### config.mk
export PLATFORM = sky130hd
export DESIGN_NAME = pipe_multiplier
export DESIGN_NICKNAME = d
export VERILOG_FILES = /design/src/common/kalman_pkg.sv /design/src/source/pipe_multiplier.sv
export SDC_FILE = /design/constraint.sdc
export NUM_CORES = 1
export LEC_CHECK = 0
export BUFFER_PORTS_ARGS = -buffer_cell sky130_fd_sc_hd__buf_2
export CORE_MARGIN = 4
export CORE_UTILIZATION = 25
export DETAILED_ROUTE_END_ITERATION = 16
export GPL_TIMING_DRIVEN = 0
export PLACE_DENSITY = 0.35
export SKIP_LAST_GASP = 1
export SLEW_MARGIN = 5
export SYNTH_ARGS = -nofsm -noshare
export SYNTH_HDL_FRONTEND = slang
export SYNTH_SLANG_ARGS = --single-unit
### constraint.sdc
create_clock -name i_clk -period 0.8 [get_ports i_clk]
set_input_delay 0.16 -clock i_clk [delete_from_list [all_inputs] [get_ports i_clk]]
set_output_delay 0.16 -clock i_clk [all_outputs]
set_load 0.005 [all_outputs]
### src/common/kalman_pkg.sv
package kalman_pkg;

	// datapath word width, shared by state, covariance and gain
	localparam int DATA_W = 32;

	// gain is Q13, so unity gain is 8192
	localparam int GAIN_FRAC = 13;
	localparam int GAIN_ONE = 1 << GAIN_FRAC;

	// covariance seen on o_p out of reset
	localparam int P_INIT = 100000;

	// noise register values out of reset
	localparam int Q_RST = 5;
	localparam int R_RST = 10;

	// signed datapath word for x, p, errors and products
	typedef logic signed [DATA_W-1:0] data_t;

	// signed Q13 gain, also used for 8192 - k
	typedef logic signed [DATA_W-1:0] gain_t;

	// unsigned noise parameter for Q and R
	typedef logic [DATA_W-1:0] noise_t;

	// divider request, numerator is p << 13 and denominator is p + R
	typedef struct packed {
		data_t numer;
		data_t denom;
	} div_req_t;

endpackage

### src/source/pipe_multiplier.sv
module pipe_multiplier #(
	parameter int MUL_LAT = 2
) (
	input  logic              i_clk,
	input  logic              i_rst_n,
	input  kalman_pkg::data_t i_a,
	input  kalman_pkg::data_t i_b,
	output kalman_pkg::data_t o_prod
);
	import kalman_pkg::*;

	data_t prod;
	data_t prod_r [0:MUL_LAT-1];

	// low word of the signed product
	assign prod = i_a * i_b;

	// output register chain, retimed into the multiply by synthesis
	always_ff @(posedge i_clk or negedge i_rst_n) begin
		if (!i_rst_n) begin
			for (int s = 0; s < MUL_LAT; s++) begin
				prod_r[s] <= '0;
			end
		end else begin
			prod_r[0] <= prod;
			for (int s = 1; s < MUL_LAT; s++) begin
				prod_r[s] <= prod_r[s-1];
			end
		end
	end

	assign o_prod = prod_r[MUL_LAT-1];

endmodule

==> metrics.md <==
| Metric | Value |
|---|---|
| Status | `finished with violations` |
| Failing checks | `setup timing` |
| DR WL/cell | `23.0 µm` |
| Die Y | `278 µm` |
| Yosys top cell by area | `fa_1` |
| Largest net degree at the start of global routing | `47` |
| Synth cell count leaders | `inv_1, fa_1, and2_1` |
| First-pass GRT wire length | `101 mm` |
| Core area | `71700 µm²` |
| Final WL | `68.7 mm` |
| CP Launch Type | `primary input` |
| Period minus WS final | `6.41 ns` |
| Vias in the first global route | `14.7k` |
| Syn Nets | `2545` |
| Post-synthesis average cell area | `9.46 µm²` |
| Post-synthesis cell count | `1921` |
| Worst-path fanout max | `5` |
| Fin nets | `2661` |
| Max clock buf depth | `2` |
| Final Hold Viols | `0` |
| Final setup vio count | `62` |
| Final WS setup | `-5.61 ns` |
| Synth-to-layout area growth | `23.1%` |
| Post-synthesis cell type count | `42` |
| GP Congestion | `0.832` |
| EDFF count, synth | `0` |
| Highest clock rate | `156 MHz` |
| Total grt overflow | `0` |
| Final slew viol count | `0` |
| Worst slew pin tran | `0.697 ns` |
| DP Wirelength | `56.5 mm` |
| CTS Root Cell | `clkbuf_16` |
| Ranking of synthesized cells by area | `fa_1, and2_1, ha_1` |
| Endpoint type of the worst setup path | `flop` |
| Io pins | `98` |
| Final Util | `0.312` |
| Synth Flop Type | `dfrtp_1` |
| Worst flop-to-flop path startpoint | `prod_r[59]` |
| WHS | `0.182 ns` |
| Slew margin rel. | `0.535` |
| Worst Path Required | `1.04 ns` |
| Hold path start | `i_a[0]` |
| TritonCTS clock tree | `built` |
| Antenna-violating nets left | `0` |
| Initial core utilization | `0.253` |
| Unrepaired setup endpoints after global routing | `yes` |
| Die width | `278 µm` |
| DRC | `0` |
| Global-route usage over all layers | `0.181` |
| Clk_skew | `0.00629 ns` |
| HP Class | `in -> reg` |
| Die ar. | `77100 µm²` |
| Top-count cell post-synth | `inv_1` |
| CTS Buf Count | `9` |
| Max H-tree Level | `3` |
| Synthesis Warnings | `0` |
| Share of layout cells above drive strength 1 | `0.196` |
| Worst Path Arrival | `6.65 ns` |
| Setup TNS | `-134.10 ns` |
| DRT Pass-1 Iters | `5` |
| Area after DPL | `20400 µm²` |
| Initial antenna violation count | `6` |
| Worst-path clk slew | `0.06 ns` |
| Async SR Flop Fraction | `1.00` |
| #FFs+latches synth | `64` |
| Clock sinks | `64` |
| Finished Cell Area | `22400 µm²` |
| IO Port Bufs | `90` |
| Post-synth top area share | `0.450` |
| Via/cell ratio | `4.29` |
| Clock latency on the worst-skew pair | `0.36 ns` |
| Max-Cap Viols | `0` |
| Via Count | `12.9k` |
| Critical path startpoint | `i_b[3]` |
| Iter 0 DRT Violations | `508` |
| Setup CP Type | `in -> reg` |
| Sequential share of the synthesized area | `0.0881` |
| Final period util | `8.01` |
| Cell Area, Synth | `18200 µm²` |
| Row Count | `98` |
[critical path, cell delays in order]
cell,delay (ns)
buf_8,0.10
clkbuf_16,0.15
buf_8,0.13
and2_4,0.13
fa_1,0.47
fa_1,0.53
inv_1,0.06
fa_2,0.51
fa_1,0.59
inv_2,0.04
fa_1,0.47
fa_1,0.57
fa_1,0.46
fa_1,0.56
ha_4,0.24
a21oi_4,0.16
o21ai_1,0.09
a21o_1,0.19
a2111o_2,0.48
nand2_4,0.13
o211ai_2,0.11
a311o_1,0.29
[placed cells by master (no fill, tap or decap), types with 24 or more instances in the layout]
| cell type | count |
|---|---|
| and2_1 | 313 |
| buf_2 | 46 |
| buf_4 | 42 |
| buf_6 | 55 |
| clkbuf_16 | 24 |
| dfrtp_1 | 64 |
| fa_1 | 384 |
| fa_2 | 24 |
| ha_1 | 103 |
| ha_4 | 45 |
| inv_1 | 425 |
| nand2_1 | 201 |
| xnor2_1 | 67 |
[per-stage QoR]
stage,instances,worst slack [ns]
3_5_place_dp,2962,-7.15
2_1_floorplan,1921,-5.41
6_report,2993,-5.61
4_1_cts,2971,-5.63
3_3_place_gp,2961,-7.19
5_1_grt,2991,-5.74
[kinds of logic (layout without fill, tap and decap cells)]
group / count (synthesis) / after routing / share of synthesized area
adders and majority gates: 558 / 558 / 0.553
and+or+nand+nor: 582 / 582 / 0.169
other: 0 / 2 / 0
buffers and inverters: 565 / 685 / 0.124
DFF: 64 / 64 / 0.0881
AOI/OAI and AO/OA: 65 / 65 / 0.0239
xor gates and xnor gates: 87 / 87 / 0.0419
[flip-flops by register name (all words and copies together), names as in the netlist]
name    flops
o_prod     32
prod_r     32
[final timing paths]
path,end,slack [ns],depth (start not counted)
max in group asynchronous,prod_r[38],0.13,3
min reg2reg,o_prod[24],0.34,0
min,prod_r[32],0.18,2
max,prod_r[60],-5.61,22
min in group asynchronous,o_prod[13],0.23,2
max reg2reg,o_prod[27],0.31,0
[cell type report]
| type | count | area, µm² |
|---|---|---|
| Clock buffer | 12 | 267 |
| Tap cell | 950 | 1190 |
| Inverter | 444 | 1670 |
| Fill cell | 7475 | 49400 |
| Timing Repair Buffer | 139 | 1190 |
| Antenna cell | 2 | 5.00 |
| Sequential cell | 64 | 1600 |
| Buffer | 87 | 1050 |
| Clock inverter | 3 | 40.0 |
| Multi-Input combinational cell | 1292 | 15300 |
[what timing repair did]
action                                  CTS  global route
gates resized for setup                 260           117
pin swaps                                57            57
buffers inserted                         27            23
endpoints found under the hold margin    29             0
hold buffers                              1             0
cloned                                    0             1
endpoints found under the setup margin   62           108
[routing by layer]
metal,vias to the layer above,global-route usage,share of wire
met5,-,0,0.00064
met4,6,0.0432,0.020
met3,52,0.0241,0.039
met2,235,0.307,0.49
met1,6834,0.245,0.45
li1,5724,-,-
Power is left out: the tool's default activity adds up to more than one toggle a clock period on the data nets, which glitch-free logic cannot reach.
