===== config.mk =====
export PLATFORM = sky130hd
export DESIGN_NAME = pipe_divider
export DESIGN_NICKNAME = d
export VERILOG_FILES = /design/src/common/kalman_pkg.sv /design/src/source/pipe_divider.sv
export SDC_FILE = /design/constraint.sdc
export NUM_CORES = 2
export LEC_CHECK = 0
export CORE_MARGIN = 3
export CORE_UTILIZATION = 30
export CTS_CLUSTER_DIAMETER = 60
export DETAILED_ROUTE_END_ITERATION = 7
export DONT_BUFFER_PORTS = 1
export HOLD_SLACK_MARGIN = 0.02
export PLACE_DENSITY_LB_ADDON = 0.12
export SLEW_MARGIN = 20
export SYNTH_ARGS = -nofsm -noshare
export SYNTH_HDL_FRONTEND = slang
export SYNTH_SLANG_ARGS = --single-unit

===== constraint.sdc =====
create_clock -name i_clk -period 11.1 [get_ports i_clk]
set_input_delay 0 -clock i_clk [delete_from_list [all_inputs] [get_ports i_clk]]
set_output_delay 0 -clock i_clk [all_outputs]
set_load 0.005 [all_outputs]

===== src/common/kalman_pkg.sv =====
package kalman_pkg;

	// datapath word width, shared by state, covariance and gain
	localparam int DATA_W = 32;

	// gain is Q13, so unity gain is 8192
	localparam int GAIN_FRAC = 13;
	localparam int GAIN_ONE = 1 << GAIN_FRAC;

	// covariance seen on o_p out of reset
	localparam int P_INIT = 100000;

	// noise register values out of reset
	localparam int Q_RST = 5;
	localparam int R_RST = 10;

	// signed datapath word for x, p, errors and products
	typedef logic signed [DATA_W-1:0] data_t;

	// signed Q13 gain, also used for 8192 - k
	typedef logic signed [DATA_W-1:0] gain_t;

	// unsigned noise parameter for Q and R
	typedef logic [DATA_W-1:0] noise_t;

	// divider request, numerator is p << 13 and denominator is p + R
	typedef struct packed {
		data_t numer;
		data_t denom;
	} div_req_t;

endpackage


===== src/source/pipe_divider.sv =====
module pipe_divider #(
	parameter int DIV_LAT = 16
) (
	input  logic                 i_clk,
	input  logic                 i_rst_n,
	input  kalman_pkg::div_req_t i_req,
	output kalman_pkg::gain_t    o_quot
);
	import kalman_pkg::*;

	// quotient bits resolved in every stage
	localparam int STEPS = DATA_W / DIV_LAT;

	// one stage of the restoring divider
	// rem is one bit wider so the shifted-in bit never overflows
	typedef struct packed {
		logic [DATA_W:0]   rem;
		logic [DATA_W-1:0] num;
		logic [DATA_W-1:0] den;
		logic [DATA_W-1:0] quot;
	} div_stage_t;

	div_stage_t stage_in;
	div_stage_t stage_r [0:DIV_LAT-1];

	// STEPS restoring subtract steps, msb of the numerator first
	function automatic div_stage_t div_steps(input div_stage_t s_in);
		div_stage_t s;
		s = s_in;
		for (int i = 0; i < STEPS; i++) begin
			// bring down the next numerator bit
			s.rem = {s.rem[DATA_W-1:0], s.num[DATA_W-1]};
			s.num = {s.num[DATA_W-2:0], 1'b0};
			if (s.rem >= {1'b0, s.den}) begin
				s.rem  = s.rem - {1'b0, s.den};
				s.quot = {s.quot[DATA_W-2:0], 1'b1};
			end else begin
				// restore, the remainder is left as it was
				s.quot = {s.quot[DATA_W-2:0], 1'b0};
			end
		end
		return s;
	endfunction

	// first stage starts from an empty remainder and quotient
	// operands are taken as unsigned
	// a zero denominator drives every quotient bit to one
	always_comb begin
		stage_in.rem  = '0;
		stage_in.num  = i_req.numer;
		stage_in.den  = i_req.denom;
		stage_in.quot = '0;
	end

	// one division enters per cycle, no handshake
	always_ff @(posedge i_clk or negedge i_rst_n) begin
		if (!i_rst_n) begin
			for (int s = 0; s < DIV_LAT; s++) begin
				stage_r[s] <= '0;
			end
		end else begin
			stage_r[0] <= div_steps(stage_in);
			for (int s = 1; s < DIV_LAT; s++) begin
				stage_r[s] <= div_steps(stage_r[s-1]);
			end
		end
	end

	// quotient leaves DIV_LAT cycles after the request
	assign o_quot = stage_r[DIV_LAT-1].quot;

endmodule


==> flow_summary.json <==
{
  "critPathMaxStageDelay_ns": 0.90,
  "port_buffers": 0,
  "synthCells": 10100,
  "min_from": "i_req[39]",
  "synthFlopType": "dfrtp_1",
  "tritoncts": "done",
  "worst-slew-pin-transition_ns": 1.09,
  "cap_violations": 0,
  "cts_buffers": 211,
  "tns_ns": 0,
  "synth.most_common_cell": "dfrtp_1",
  "start_kind": "flop",
  "reg2reg_to": "stage_r[233]$_DFF_PN0_",
  "grt-ovfl-total": 0,
  "yosysTopAreaCell": "dfrtp_1",
  "coreArea_um2": 319000,
  "path_common_cell": "a21o_1",
  "dr.max_layer_used": "met4",
  "worstPathArrival_ns": 9.37,
  "min_to": "stage_r[2008]$_DFF_PN0_",
  "wl_met1_um": 136000,
  "synth_edf_count": 0,
  "dp.cells": 14100,
  "p_per_area_nw_per_um2": 171,
  "fin_util": 0.345,
  "layout-drive-gt1-share": 0.104,
  "critPathMaxFanout": 33,
  "insertion_delay_ns": 0.91,
  "critPathBufInv": 3,
  "setup_violations": 0,
  "r2r_cells": 26,
  "dieArea_um2": 328000,
  "clockBufferDepth": 4,
  "status": "completed",
  "yosys.cell_types.count": 98,
  "relSlewSlack": 0.255,
  "synth-warning-count": 0,
  "nets": 11300,
  "reg2reg_from": "stage_r[291]$_DFF_PN0_",
  "pin_count": 98,
  "clock.fmax_mhz": 117,
  "dr.pass1.iters": 7,
  "holdCritPathClass": "in2reg",
  "grt_usage": 0.183,
  "die_x_um": 573,
  "critPathRequiredTime_ns": 11.89,
  "fin_crit_ns": 8.58,
  "synth_top_area_share": 0.382,
  "cpLargestDelayFamily": "compound AO/OA/AOI/OAI gates",
  "h-tree-depth": 4,
  "skew_ns": 0.0412,
  "vias": 74300,
  "syn_area_um2": 96400,
  "die_h_um": 573,
  "root_buffer": "clkbuf_16",
  "reg2reg_setup_slack_ns": 2.52,
  "yosysSeqAreaShare": 0.382,
  "gp_congestion": 0.868,
  "syn_to_final_growth_pct": 14.0,
  "synth-seq-cells": 1472,
  "finalNonFillerCells": 14700,
  "leakage_nw": 53.8,
  "grt_pass1_wl_um": 468000,
  "postSynthAreaPerCell_um2": 9.59,
  "clkSinkCount": 1472,
  "wl_per_cell_um": 21.0,
  "ys_top_cells_by_area": "dfrtp_1 38%, ha_1 13%, mux2_2 6.2%, xnor2_1 4.9%, a21oi_1 4.5%",
  "async_flop_share": 1.00,
  "via_per_inst": 5.07,
  "hold_viol": 0,
  "initial_core_util": 0.302,
  "drt_iter0_drc": 5291,
  "drc": 0,
  "dr_wl_met2_um": 149000,
  "critPathKind": "reg2reg",
  "whs_path_depth": 2,
  "slew_violations": 0,
  "antenna_found_initial": 26,
  "finalCritPeriodShare": 0.773,
  "peakVddDrop_mv": 0.143,
  "cts.reportedPaths.clkPinSlew_ns": 0.06,
  "ant_nets": 0,
  "rsz0062_at_grt": "false",
  "synthesis.nets": 11100,
  "cp_slowest_cell": "a2111oi_0",
  "cts_resized": 0,
  "placementRows": 207,
  "first_global_vias": 75300,
  "wirelength_um": 308000,
  "grt_max_degree": 170,
  "synth_common_cells": "1472 x dfrtp_1, 994 x ha_1, 870 x a21oi_1",
  "dp_hpwl_um": 245000,
  "wl_met3_um": 13400,
  "endpoint_kind": "flop"
}
cells in the final DEF, fill, tap and decap left out, drive strengths merged, types with 44 or more instances in the layout:
| master | instances |
|---|---|
| a211oi | 76 |
| a21o | 501 |
| a21oi | 872 |
| a31oi | 97 |
| and2 | 63 |
| and3 | 84 |
| buf | 57 |
| clkbuf | 266 |
| dfrtp | 1472 |
| dlygate4sd3 | 130 |
| ha | 994 |
| inv | 856 |
| mux2 | 533 |
| nand2 | 710 |
| nand2b | 114 |
| nand3 | 177 |
| nand4 | 135 |
| nor2 | 542 |
| nor2b | 123 |
| nor3 | 145 |
| o21a | 102 |
| o21ai | 640 |
| o21bai | 121 |
| o31ai | 64 |
| or3 | 44 |
| xnor2 | 538 |
| xor2 | 260 |
sequential cells by signal, summed over array words and instances, names as in the netlist:
name     count
stage_r   1440
o_quot      32
power breakdown:
group	switching, mW	internal (mW)	leakage (nW)
logic	3.28	2.51	31.9
clock network	2.75	4.22	3.53
registers	0.320	5.72	18.3
metal layers:
layer | vias up | GRT usage
li1 | 36100 | -
met5 | - | 0
met3 | 427 | 0.0224
met1 | 36200 | 0.239
met2 | 1592 | 0.316
met4 | 0 | 0.0541
kinds of logic (layout without fill, tap and decap cells):
group | after synthesis | count (layout) | share of synthesized area
compound gates | 2824 | 2824 | 0.185
fa+ha+maj | 1024 | 1024 | 0.135
buf+inv | 1061 | 1390 | 0.0439
mux | 573 | 573 | 0.0665
xor+xnor | 798 | 798 | 0.0725
flops | 1472 | 1472 | 0.382
other cells | 0 | 7 | 0
simple gates | 2300 | 2300 | 0.114
metrics by stage:
step                      cell area, µm²  hold WS [ns]  total power, mW  worst slack, ns
after floorplan                    96400        -0.296             10.3             4.47
after global placement            101000        0.0315             11.8             2.30
after detailed placement          101000        0.0315             11.8             2.70
after CTS                         110000        0.0593             19.1             2.62
after global routing              110000         0.125             20.0             1.98
final                             110000         0.190             18.8             2.52
cell type report:
cell class	instances	area, µm²
tap	4284	5360
multi-input combinational	7519	55400
clock buffer	266	5780
sequential	1472	36800
fill	32500	209000
antenna	7	17.5
clock inverter	122	1540
inverter	815	3060
timing repair buffer	187	1850
worst reg2reg max path, cell delays in order (launching register included):
cell and delay, ns:
dfrtp_1 0.35, inv_1 0.12, ha_1 0.31, nor2b_1 0.12, o21ai_0 0.11, a21boi_1 0.38
o31ai_1 0.19, a2111oi_0 0.90, o32a_1 0.44, a211oi_2 0.14, o21ai_1 0.49, a21oi_4 0.32
buf_4 0.34, o21ai_0 0.39, ha_1 0.35, a21o_1 0.21, a21o_1 0.20, a21o_1 0.20
a31o_2 0.30, nor3b_1 0.16, nor3_2 0.41, o21ai_0 0.14, a21o_1 0.23, a221oi_1 0.62
o21a_1 0.22, buf_4 0.42, mux2_2 0.42
worst max-delay path by stage:
stage / depth (start not counted) / to / from / slack (ns)
after floorplan: 29 / stage_r[228]$_DFF_PN0_ / stage_r[291]$_DFF_PN0_ / 4.47
after global placement: 24 / stage_r[1020]$_DFF_PN0_ / stage_r[1065]$_DFF_PN0_ / 2.30
after detailed placement: 27 / stage_r[253]$_DFF_PN0_ / stage_r[291]$_DFF_PN0_ / 2.70
after CTS: 27 / stage_r[253]$_DFF_PN0_ / stage_r[291]$_DFF_PN0_ / 2.62
after global routing: 26 / stage_r[240]$_DFF_PN0_ / stage_r[291]$_DFF_PN0_ / 1.98
final: 26 / stage_r[233]$_DFF_PN0_ / stage_r[291]$_DFF_PN0_ / 2.52
what timing repair did:
item,CTS,global route
hold endpoints to repair,835,0
setup buffers,0,0
hold buffers,131,0
Power figures use the tool's default switching activity.
