==> src/common/kalman_pkg.sv <==
package kalman_pkg;

	// datapath word width, shared by state, covariance and gain
	localparam int DATA_W = 32;

	// gain is Q13, so unity gain is 8192
	localparam int GAIN_FRAC = 13;
	localparam int GAIN_ONE = 1 << GAIN_FRAC;

	// covariance seen on o_p out of reset
	localparam int P_INIT = 100000;

	// noise register values out of reset
	localparam int Q_RST = 5;
	localparam int R_RST = 10;

	// signed datapath word for x, p, errors and products
	typedef logic signed [DATA_W-1:0] data_t;

	// signed Q13 gain, also used for 8192 - k
	typedef logic signed [DATA_W-1:0] gain_t;

	// unsigned noise parameter for Q and R
	typedef logic [DATA_W-1:0] noise_t;

	// divider request, numerator is p << 13 and denominator is p + R
	typedef struct packed {
		data_t numer;
		data_t denom;
	} div_req_t;

endpackage

==> src/kalman_filter/kalman_core.sv <==
module kalman_core #(
	parameter int ADC_BIT = 14,
	parameter int DIV_LAT = 16,
	parameter int MUL_LAT = 2
) (
	input  logic                        i_clk,
	input  logic                        i_rst_n,
	input  logic signed [ADC_BIT-1:0]   i_meas,
	input  kalman_pkg::noise_t          i_kal_q,
	input  kalman_pkg::noise_t          i_kal_r,
	output kalman_pkg::div_req_t        o_div_req,
	input  kalman_pkg::gain_t           i_k,
	output kalman_pkg::gain_t           o_one_minus_k,
	output kalman_pkg::data_t           o_p_dly,
	output kalman_pkg::data_t           o_err,
	input  kalman_pkg::data_t           i_p_prod,
	input  kalman_pkg::data_t           i_fb_prod,
	output kalman_pkg::data_t           o_x,
	output kalman_pkg::data_t           o_p
);
	import kalman_pkg::*;

	// cycles from o_p back to o_p
	localparam int LOOP_LAT = DIV_LAT + MUL_LAT + 4;
	// state line, o_x back to the x update
	localparam int X_DLY = LOOP_LAT - 1;
	// predicted p line, up to the p multiplier input
	localparam int P_DLY = DIV_LAT + 3;
	localparam int CNT_W = $clog2(LOOP_LAT + 1);

	data_t meas_ext;
	noise_t q_r;
	noise_t r_r;
	data_t meas_pipe [0:DIV_LAT];
	data_t p_pre [0:P_DLY-1];
	data_t x_pre [0:X_DLY-1];
	div_req_t div_req_r;
	gain_t one_minus_k_r;
	data_t err_r;
	data_t fb_r;
	logic [CNT_W-1:0] init_cnt;

	// sign extension of the adc sample
	assign meas_ext = {{(DATA_W-ADC_BIT){i_meas[ADC_BIT-1]}}, i_meas};

	// input registers
	// the sample then rides alongside the divide so it meets its gain
	always_ff @(posedge i_clk or negedge i_rst_n) begin
		if (!i_rst_n) begin
			q_r <= noise_t'(Q_RST);
			r_r <= noise_t'(R_RST);
			for (int i = 0; i <= DIV_LAT; i++) begin
				meas_pipe[i] <= '0;
			end
		end else begin
			q_r <= i_kal_q;
			r_r <= i_kal_r;
			meas_pipe[0] <= meas_ext;
			for (int i = 1; i <= DIV_LAT; i++) begin
				meas_pipe[i] <= meas_pipe[i-1];
			end
		end
	end

	// prediction, p + Q, and the delay lines for p and x
	always_ff @(posedge i_clk or negedge i_rst_n) begin
		if (!i_rst_n) begin
			for (int i = 0; i < P_DLY; i++) begin
				p_pre[i] <= '0;
			end
			for (int i = 0; i < X_DLY; i++) begin
				x_pre[i] <= '0;
			end
		end else begin
			p_pre[0] <= o_p + data_t'(q_r);
			x_pre[0] <= o_x;
			for (int i = 1; i < P_DLY; i++) begin
				p_pre[i] <= p_pre[i-1];
			end
			for (int i = 1; i < X_DLY; i++) begin
				x_pre[i] <= x_pre[i-1];
			end
		end
	end

	// gain operands, p << 13 over p + R
	// 8192 - k once the quotient is back
	always_ff @(posedge i_clk or negedge i_rst_n) begin
		if (!i_rst_n) begin
			div_req_r <= '0;
			one_minus_k_r <= '0;
		end else begin
			div_req_r.numer <= p_pre[0] <<< GAIN_FRAC;
			div_req_r.denom <= p_pre[0] + data_t'(r_r);
			one_minus_k_r <= gain_t'(GAIN_ONE) - i_k;
		end
	end

	// innovation is registered on the edge that k arrives
	// feedback keeps its sign through the Q13 shift
	always_ff @(posedge i_clk or negedge i_rst_n) begin
		if (!i_rst_n) begin
			err_r <= '0;
			fb_r <= '0;
		end else begin
			err_r <= meas_pipe[DIV_LAT] - x_pre[DIV_LAT];
			fb_r <= i_fb_prod >>> GAIN_FRAC;
		end
	end

	// outputs hold their reset values until the loop has filled once
	always_ff @(posedge i_clk or negedge i_rst_n) begin
		if (!i_rst_n) begin
			init_cnt <= CNT_W'(LOOP_LAT);
			o_p <= data_t'(P_INIT);
			o_x <= '0;
		end else if (init_cnt != '0) begin
			init_cnt <= init_cnt - 1'b1;
		end else begin
			o_p <= i_p_prod >> GAIN_FRAC;
			o_x <= x_pre[X_DLY-1] + fb_r;
		end
	end

	assign o_div_req = div_req_r;
	assign o_one_minus_k = one_minus_k_r;
	// predicted p lined up with 8192 - k at the multiplier
	assign o_p_dly = p_pre[P_DLY-1];
	assign o_err = err_r;

endmodule

==> config.mk <==
export PLATFORM = sky130hd
export DESIGN_NAME = kalman_core
export DESIGN_NICKNAME = d
export VERILOG_FILES = /design/src/common/kalman_pkg.sv /design/src/kalman_filter/kalman_core.sv
export SDC_FILE = /design/constraint.sdc
export NUM_CORES = 1
export LEC_CHECK = 0
export BUFFER_PORTS_ARGS = -buffer_cell sky130_fd_sc_hd__buf_2
export CORE_MARGIN = 2
export CORE_UTILIZATION = 40
export CTS_CLUSTER_DIAMETER = 120
export DETAILED_ROUTE_END_ITERATION = 10
export PLACE_DENSITY_LB_ADDON = 0.2
export RECOVER_POWER = 25
export SLEW_MARGIN = 25
export SYNTH_ARGS = -nofsm -noshare
export SYNTH_HDL_FRONTEND = slang
export SYNTH_SLANG_ARGS = --single-unit
==> constraint.sdc <==
create_clock -name i_clk -period 3.5 [get_ports i_clk]
set_clock_uncertainty 0.05 [all_clocks]
set_input_delay 0.525 -clock i_clk [delete_from_list [all_inputs] [get_ports i_clk]]
set_output_delay 0.525 -clock i_clk [all_outputs]
set_load 0.01 [all_outputs]
==> flow_summary.yaml, run 1 <==
floorplan:
  coreArea_um2: 128000
  ios: 400
  design.die.area_um2: 132000
  fp.dieW_um: 364
  die_h_um: 364
  initial_core_util_pct: 40.4
  rows: 131
grt:
  antenna_found_initial: 4
  grt_pass1_vias: 25500
  busiest_layer: "met2"
  grtUsageMet2_pct: 21.1
  gr-usage-met3_pct: 5.00
  track_usage_pct: 14.0
  grt_pass1_wl_um: 143000
  met1_usage_pct: 18.8
  grt_max_degree: 111
  gr-total-overflow: 0
critical_path:
  regToRegStartpoint: "p_pre[576]"
  path_class: "in -> reg"
  r2r-end: "o_div_req[24]"
  required_ps: 4160
  path_max_fanout: 5
  reg2regPathDepth: 10
  start_kind: "input port"
  r2r_slack_ps: 330
  crit_arrival_ps: 3840
  end_kind: "flip-flop"
timing:
  worst_slew_pin_slew_ps: 883
  rsz0062_at_grt: "false"
  setup_viol: 0
  drv_slew: 0
  fin_tns_setup_ps: 0
  layout_min_cycle_time_ps: 3190
  relSlewSlack_pct: 41.1
  hold_viol: 0
  fmax_mhz: 314
  hold_slack_ps: 273
  finalCritPeriodShare_pct: 91.0
place:
  io_buffers: 347
  gp_congestion: 0.828
  placed_cells: 4980
  dp_hpwl_um: 57100
synth:
  seq_area_frac_synth_pct: 84.8
  netlist_instances: 2931
  synth.distinct_cells: 70
  yosysWarnings: 0
  synth_top_area_share_pct: 84.1
  synth_area_um2: 51800
  synth.avg_cell_area_um2: 17.7
  synth-seq-cells: 1753
  yosysMostFrequentCell: "dfrtp_1"
  synth_top_flop_cell: "dfrtp_1"
  ys_top_cells_by_area: "dfrtp_1, ha_1, xnor2_1"
  yosysTopAreaCell: "dfrtp_1"
  yosys-top-cells-count: "dfrtp_1, nand2_1, ha_1"
  synth_edf_count: 0
  async_reset_ff_share_pct: 100
power_and_ir_drop:
  clkPwrFrac_pct: 37.6
  seqPwrFrac_pct: 52.6
  swShare_pct: 24.0
  ir_worst_vdd_mv: 0.460
  combPwrFrac_pct: 9.9
  switchingPower_mw: 11.6
  power.total_mw: 48.3
  p_leak_nw: 29.2
  internal-power_mw: 36.7
  power_density_nw_per_um2: 764
layout:
  stdcell_count: 5453
  ff_latch_area_um2: 43900
  final.fill_count: 10500
  final_util_pct: 49.3
  layout-drive-gt1-share_pct: 19.1
  syn_to_final_growth_pct: 22.0
  multi_input_area_um2: 7020
  layout.nets: 3884
clock_network:
  clock_latency_ps: 770
  clkTransAtPathRegs_ps: 60
  root_buffer: "clkbuf_16"
  clock_path_buffers: 3
  cts-resized-gates: 0
  clock-sinks: 1753
  cts-htree-levels: 4
  tritoncts: "built"
  cts_buffers: 173
drt:
  viasPerCell: 4.34
  drt_iter0_markers: 1470
  wire_per_inst_um: 16.1
  drt_wl_total_um: 87700
  final_antenna_net_count: 0
  firstDrtPassIters: 5
  dr_total_vias: 23700
  route.detailed.drc: 0
status:
  outcome: "complete, no violations"
flow_run:
  drv_cap: 0
worst_hold_path:
  holdPathEnd: "x_pre[288]"
  whs_path_depth: 0
  min-delay-start: "x_pre[320]"
  hp-class: "reg -> reg"
## sequential cells by signal (all words and copies together), names as in the netlist
| register | cells |
|---|---|
| o_err | 32 |
| fb_r | 19 |
| init_cnt | 5 |
| r_r | 32 |
| p_pre | 576 |
| o_one_minus_k | 32 |
| o_p_dly | 32 |
| q_r | 32 |
| meas_pipe | 238 |
| o_x | 32 |
| o_p | 19 |
| o_div_req | 32 |
| x_pre | 672 |
## repair_timing
action                     in CTS  in global routing
hold endpoints to repair      223                  0
buffers inserted                0                  0
hold buffers                  164                  0
setup endpoints to repair       0                  0
## critical path, cell delays in order
cell and delay, ps:
dlygate4sd3_1 540, buf_2 140, or4_4 550, or3_4 350
o31ai_1 350, nand2b_1 230, nand2b_1 270, nor3_1 200
xnor2_1 140, dlygate4sd3_1 550
## stage by stage
step           cell area [um^2]  setup WS (ps)
2_1_floorplan             51900            739
3_3_place_gp              55800            377
3_5_place_dp              55800            330
4_1_cts                   63200            297
5_1_grt                   63200           84.5
6_report                  63200            314
## per-layer routing
layer	routed length (um)	vias up
li1	-	10900
met1	38800	12100
met2	40600	520
met3	6330	169
met4	1970	0
met5	0	-
## logic make-up after synthesis
| logic type | share of synthesized area [%] |
|---|---|
| DFF | 84.8 |
| xor gates and xnor gates | 2.45 |
| muxes | 0.0193 |
| buffers and inverters | 1.86 |
| and+or+nand+nor | 3.45 |
| other | 0.00724 |
| AOI/OAI and AO/OA | 4.53 |
| adders and majority gates | 2.91 |
## area by class of cell
type                       instances  area share, %
clock buffer                     247           7.98
multi-input combinational       1023           11.1
sequential                      1753           69.5
tap                             1729           3.42
timing repair buffer             573           6.58
antenna                            2        0.00792
clock inverter                    60           1.04
inverter                          66          0.392
## power groups by stage
stage               Combinational, mW  Clock, mW  Sequential (mW)
floorplan                        2.37          0             25.4
global placement                 4.65          0             25.7
detailed placement               4.67          0             25.8
CTS                              4.85       18.8             25.5
global route                     5.32       19.7             25.8
finish                           4.76       18.1             25.4
## worst max path at each step
stage          startpoint           endpoint  slack [ps]  cells after the start
6_report           i_k[9]  o_one_minus_k[20]         310                     10
5_1_grt          x_pre[0]            o_x[26]          80                     10
4_1_cts        p_pre[576]      o_div_req[24]         300                     10
3_5_place_dp   p_pre[576]      o_div_req[24]         330                     10
3_3_place_gp   p_pre[576]      o_div_req[24]         380                     10
2_1_floorplan      r_r[0]      o_div_req[24]         740                     11
## placed cells by master (no fill, tap or decap), types with 31 or more instances in the layout
master and count:
xnor2_1 99, xor2_1 46, a21oi_1 100, clkbuf_1 38, dfrtp_1 1740, clkbuf_8 37
nor2_1 61, nand2_1 161, a21o_1 71, buf_4 38, clkbuf_16 176, ha_1 114
buf_2 342, clkinv_2 31, o21ai_0 77, inv_1 66, dlygate4sd3_1 164
Power figures use the tool's default switching activity.
==> run 2: changes to the inputs <==
Settings changed: MAX_ROUTING_LAYER set to met4.
==> run 2 against run 1 <==
Net effect:
- via count up 0.24%
- combinational power about the same
- maximum frequency increased by 0.23%
- setup slack better by 7.4 ps
- sequential share of layout area rose by 0.12 points
- largest cell class unchanged
==> flow_summary.yaml, run 2 (same netlist as run 1, synthesis figures left out) <==
clock_network:
  tritoncts: "built"
  cts-htree-levels: 4
  clock-sinks: 1753
  cts_buffers: 172
  cts_hold_buf: 163
  root_buffer: "clkbuf_16"
  clock_path_buffers: 3
  cts-resized-gates: 0
  clock_latency_ps: 770
  postCtsSetupBuffers: 0
  clkTransAtPathRegs_ps: 60
layout:
  largest-register: "x_pre"
  final.fill_count: 10700
  top_regs: "x_pre: 672 flops, p_pre: 576 flops, meas_pipe: 238 flops"
  largest_reg_flops: 672
  mostFrequentLayoutCells: "dfrtp_1, buf_2, clkbuf_16, dlygate4sd3_1, nand2_1"
  layout-drive-gt1-share_pct: 18.6
  syn_to_final_growth_pct: 21.8
  final_common_cell: "dfrtp_1"
  layout.nets: 3875
power_and_ir_drop:
  p_leak_nw: 29.1
  clkPwrFrac_pct: 37.3
  ir_worst_vdd_mv: 0.462
  seqPwrFrac_pct: 52.8
  combPwrFrac_pct: 9.9
  switchingPower_mw: 11.7
  swShare_pct: 24.4
  power_density_nw_per_um2: 762
  internal-power_mw: 36.3
critical_path:
  reg2regPathDepth: 10
  start_kind: "input port"
  regToRegStartpoint: "p_pre[576]"
  r2r-end: "o_div_req[24]"
  path_class: "in -> reg"
  end_kind: "flip-flop"
  crit_start: "i_k[9]"
  endpoint: "o_one_minus_k[25]"
  r2r_slack_ps: 330
  required_ps: 4140
  path_max_fanout: 6
  crit_arrival_ps: 3820
worst_hold_path:
  min-delay-start: "x_pre[632]"
  hp-class: "reg -> reg"
drt:
  viasPerCell: 4.35
  dr_total_vias: 23700
  final_antenna_net_count: 0
  wire_per_inst_um: 16.1
  drt_wl_total_um: 88000
  route.detailed.drc: 0
  drt_iter0_markers: 1489
  firstDrtPassIters: 5
timing:
  hold_slack_ps: 279
  finalCritPeriodShare_pct: 90.8
  relSlewSlack_pct: 48.3
  fin_tns_setup_ps: 0
  rsz0062_at_grt: "false"
  drv_slew: 0
  layout_min_cycle_time_ps: 3180
  setup_viol: 0
  hold_viol: 0
  fmax_mhz: 315
  worst_slew_pin_slew_ps: 775
floorplan:
  ios: 400
  coreArea_um2: 128000
  fp.dieW_um: 364
  initial_core_util_pct: 40.4
  rows: 131
  die_h_um: 364
  design.die.area_um2: 132000
grt:
  track_usage_pct: 14.3
  grt_max_degree: 103
  antenna_found_initial: 4
  grt_pass1_vias: 25300
  gr-total-overflow: 0
  grt_pass1_wl_um: 142000
place:
  io_buffers: 347
  dp_hpwl_um: 56800
  gp_congestion: 0.842
flow_run:
  drv_cap: 0
status:
  outcome: "complete, no violations"
-- run 2: cell count changes in the layout (fill, tap and decap cells not counted), moves of 2 or more --
cell and change:
buf_12 -3, buf_2 -2, buf_4 -4, bufinv_16 -6
clkbuf_1 +17, clkbuf_16 -3, clkbuf_8 +3, clkinv_16 +5
clkinv_2 -6, clkinvlp_4 -2, inv_16 +2, inv_6 -2
-- run 2: layout make-up --
cell class / instances / area [um^2] / area share, %
diodes: 3 / 7.51 / 0.0119
clock buffers: 263 / 5070 / 8.04
clock inverters: 52 / 622 / 0.986
inverters: 66 / 248 / 0.393
multi-input cells: 1023 / 7020 / 11.1
flip-flops and latches: 1753 / 43900 / 69.6
well taps: 1729 / 2160 / 3.43
repair buffers: 565 / 4050 / 6.43
-- run 2: stage by stage --
step | power [mW] | area [um^2] | std cells | util [%] | setup slack, ps
2_1_floorplan | 27.8 | 51900 | 2956 | - | 739
3_3_place_gp | 30.4 | 55700 | 4973 | 43.5 | 382
3_5_place_dp | 30.5 | 55700 | 4973 | 43.5 | 322
4_1_cts | 48.9 | 63100 | 5451 | 49.3 | 311
5_1_grt | 50.6 | 63100 | 5452 | 49.3 | 207
6_report | 48.0 | 63100 | 5454 | 49.3 | 321
-- run 2: routing by layer --
layer	track usage, %	vias up	routed length [um]
met5	-	-	0
met4	5.15	0	2320
met3	4.53	166	6140
met2	20.9	554	40500
met1	18.9	12100	39100
li1	-	10900	-
-- run 2: power by group through the flow --
stage	sequential, mW	clock, mW	combinational [mW]
after floorplan	25.4	0	2.37
after global placement	25.7	0	4.66
after detailed placement	25.8	0	4.68
after CTS	25.5	18.6	4.86
after global routing	25.8	19.5	5.33
final	25.4	17.9	4.77
-- run 2: worst min-delay path by stage --
| stage | end | slack [ps] | cells past startpoint |
|---|---|---|---|
| global placement | meas_pipe[329] | 280 | 0 |
| global route | x_pre[167] | 290 | 0 |
| detailed placement | meas_pipe[0] | 280 | 0 |
| finish | x_pre[600] | 280 | 0 |
| CTS | meas_pipe[522] | 250 | 2 |
| floorplan | fb_r[0] | 180 | 0 |
-- run 2: worst max-delay path, cell delays in order --
cell and delay [ps]:
dlygate4sd3_1 540, buf_2 140, or4_4 540, or3_4 350
or3_4 400, a21oi_4 250, nand2_2 120, nor3_1 250
xnor2_1 140, dlygate4sd3_1 550
==> run 3: changes to the inputs <==
Settings changed: CORE_MARGIN 2 to unset.
==> run 3 against run 2 <==
Net effect:
- count of clock-buffer cells in the layout fell by 6
- maximum frequency fell by 4.7%
- flip-flop and latch count did not move
- worst hold slack got worse by 16 ps
- final cell count barely moved
- sequential power barely moved
- critical path type unchanged
- critical endpoint is now o_one_minus_k[20]
- highest routed layer unchanged
==> flow_summary.yaml, run 3 (same netlist as run 1, synthesis figures left out) <==
drt:
  drt_iter0_markers: 1227
  final_antenna_net_count: 0
  drt_wl_total_um: 88000
  viasPerCell: 4.36
  wire_per_inst_um: 16.1
  firstDrtPassIters: 5
  met1_length_um: 39800
  top_layer: "met4"
  wl_met2_um: 40300
  dr_total_vias: 23800
  route.detailed.drc: 0
  wl_met3_um: 5470
layout:
  syn_to_final_growth_pct: 22.0
  mostFrequentLayoutCells: "dfrtp_1, buf_2, clkbuf_16, dlygate4sd3_1, nand2_1"
  largest_reg_flops: 672
  top_regs: "x_pre: 672 flops, p_pre: 576 flops, meas_pipe: 238 flops"
  layout.nets: 3875
  final_util_pct: 49.3
  largest-register: "x_pre"
  layout-drive-gt1-share_pct: 19.0
  final_common_cell: "dfrtp_1"
floorplan:
  die_h_um: 362
  fp.dieW_um: 362
  ios: 400
  rows: 131
  design.die.area_um2: 131000
  initial_core_util_pct: 40.4
  coreArea_um2: 128000
clock_network:
  clock-sinks: 1753
  cts_buffers: 176
  cts-htree-levels: 4
  clkTransAtPathRegs_ps: 60
  root_buffer: "clkbuf_16"
  tritoncts: "built"
  clock_latency_ps: 770
  postCtsSetupBuffers: 0
  clock_path_buffers: 3
flow_run:
  drv_cap: 0
power_and_ir_drop:
  ir_worst_vdd_mv: 0.452
  power_density_nw_per_um2: 772
  p_leak_nw: 29.2
timing:
  layout_min_cycle_time_ps: 3340
  fin_tns_setup_ps: 0
  relSlewSlack_pct: 54.0
  rsz0062_at_grt: "false"
  setup_viol: 0
  hold_slack_ps: 262
  fmax_mhz: 300
  drv_slew: 0
  fin_ws_ps: 163
  worst_slew_pin_slew_ps: 684
  hold_viol: 0
  finalCritPeriodShare_pct: 95.3
critical_path:
  regToRegStartpoint: "x_pre[0]"
  reg2regPathDepth: 10
  required_ps: 4130
  endpoint: "o_one_minus_k[20]"
  path_max_fanout: 5
  r2r-end: "o_x[30]"
  crit_start: "i_k[8]"
  crit_arrival_ps: 3970
  start_kind: "input port"
  end_kind: "flip-flop"
  path_class: "in -> reg"
  r2r_slack_ps: 340
worst_hold_path:
  hp-class: "reg -> reg"
  min-delay-start: "x_pre[404]"
grt:
  grt_pass1_vias: 25700
  gr-total-overflow: 0
  antenna_found_initial: 6
  grt_max_degree: 135
  track_usage_pct: 14.5
  grt_pass1_wl_um: 142000
place:
  pre_cts_ws_ps: 151
  io_buffers: 347
  dp_hpwl_um: 56400
  gp_congestion: 0.839
status:
  outcome: "complete, no violations"
==> run 3: how the worst min path moves through the flow <==
stage | to | slack, ps | cells after the start
floorplan | fb_r[0] | 180 | 0
global placement | x_pre[221] | 280 | 0
detailed placement | meas_pipe[12] | 280 | 0
CTS | x_pre[272] | 240 | 2
global route | x_pre[373] | 260 | 0
finish | x_pre[372] | 260 | 0
==> run 3: repair_timing <==
item                                   CTS  global route
setup endpoints to repair                0             1
hold buffers                           163             0
endpoints found under the hold margin  179             0
gates resized for setup                  0             1
==> run 3: area by class of cell <==
| class | count | area [um^2] |
|---|---|---|
| Timing Repair Buffer | 561 | 3900 |
| Sequential cell | 1753 | 43900 |
| Clock inverter | 66 | 850 |
| Tap cell | 1729 | 2160 |
| Antenna cell | 4 | 10.0 |
| Multi-Input combinational cell | 1023 | 7020 |
| Fill cell | 10600 | 64800 |
| Clock buffer | 257 | 5090 |
| Inverter | 66 | 248 |
==> run 3: stage by stage <==
step / power (mW) / instances / instance area (um^2)
2_1_floorplan: 27.8 / 2956 / 51900
3_3_place_gp: 30.3 / 4969 / 55600
3_5_place_dp: 30.5 / 4969 / 55600
4_1_cts: 49.7 / 5455 / 63200
5_1_grt: 51.3 / 5456 / 63200
6_report: 48.8 / 5459 / 63200
==> run 3: critical path, stage by stage <==
cell           delay, ps
dlygate4sd3_1        560
buf_2                160
or4_4                530
or3_4                350
o31ai_1              360
nand2b_1             250
nand2b_1             280
nor3_1               240
xnor2_1              150
dlygate4sd3_1        570
==> run 3: per-layer routing <==
metal	vias up	track usage, %
met5	-	-
met4	0	5.50
met3	188	4.11
met2	548	21.3
met1	12200	19.1
li1	10900	-
==> run 3: where the power goes <==
group	switching, mW	total [mW]	internal [mW]
clock	7.63	18.6	11.0
combinational	2.93	4.77	1.84
sequential	1.33	25.4	24.0
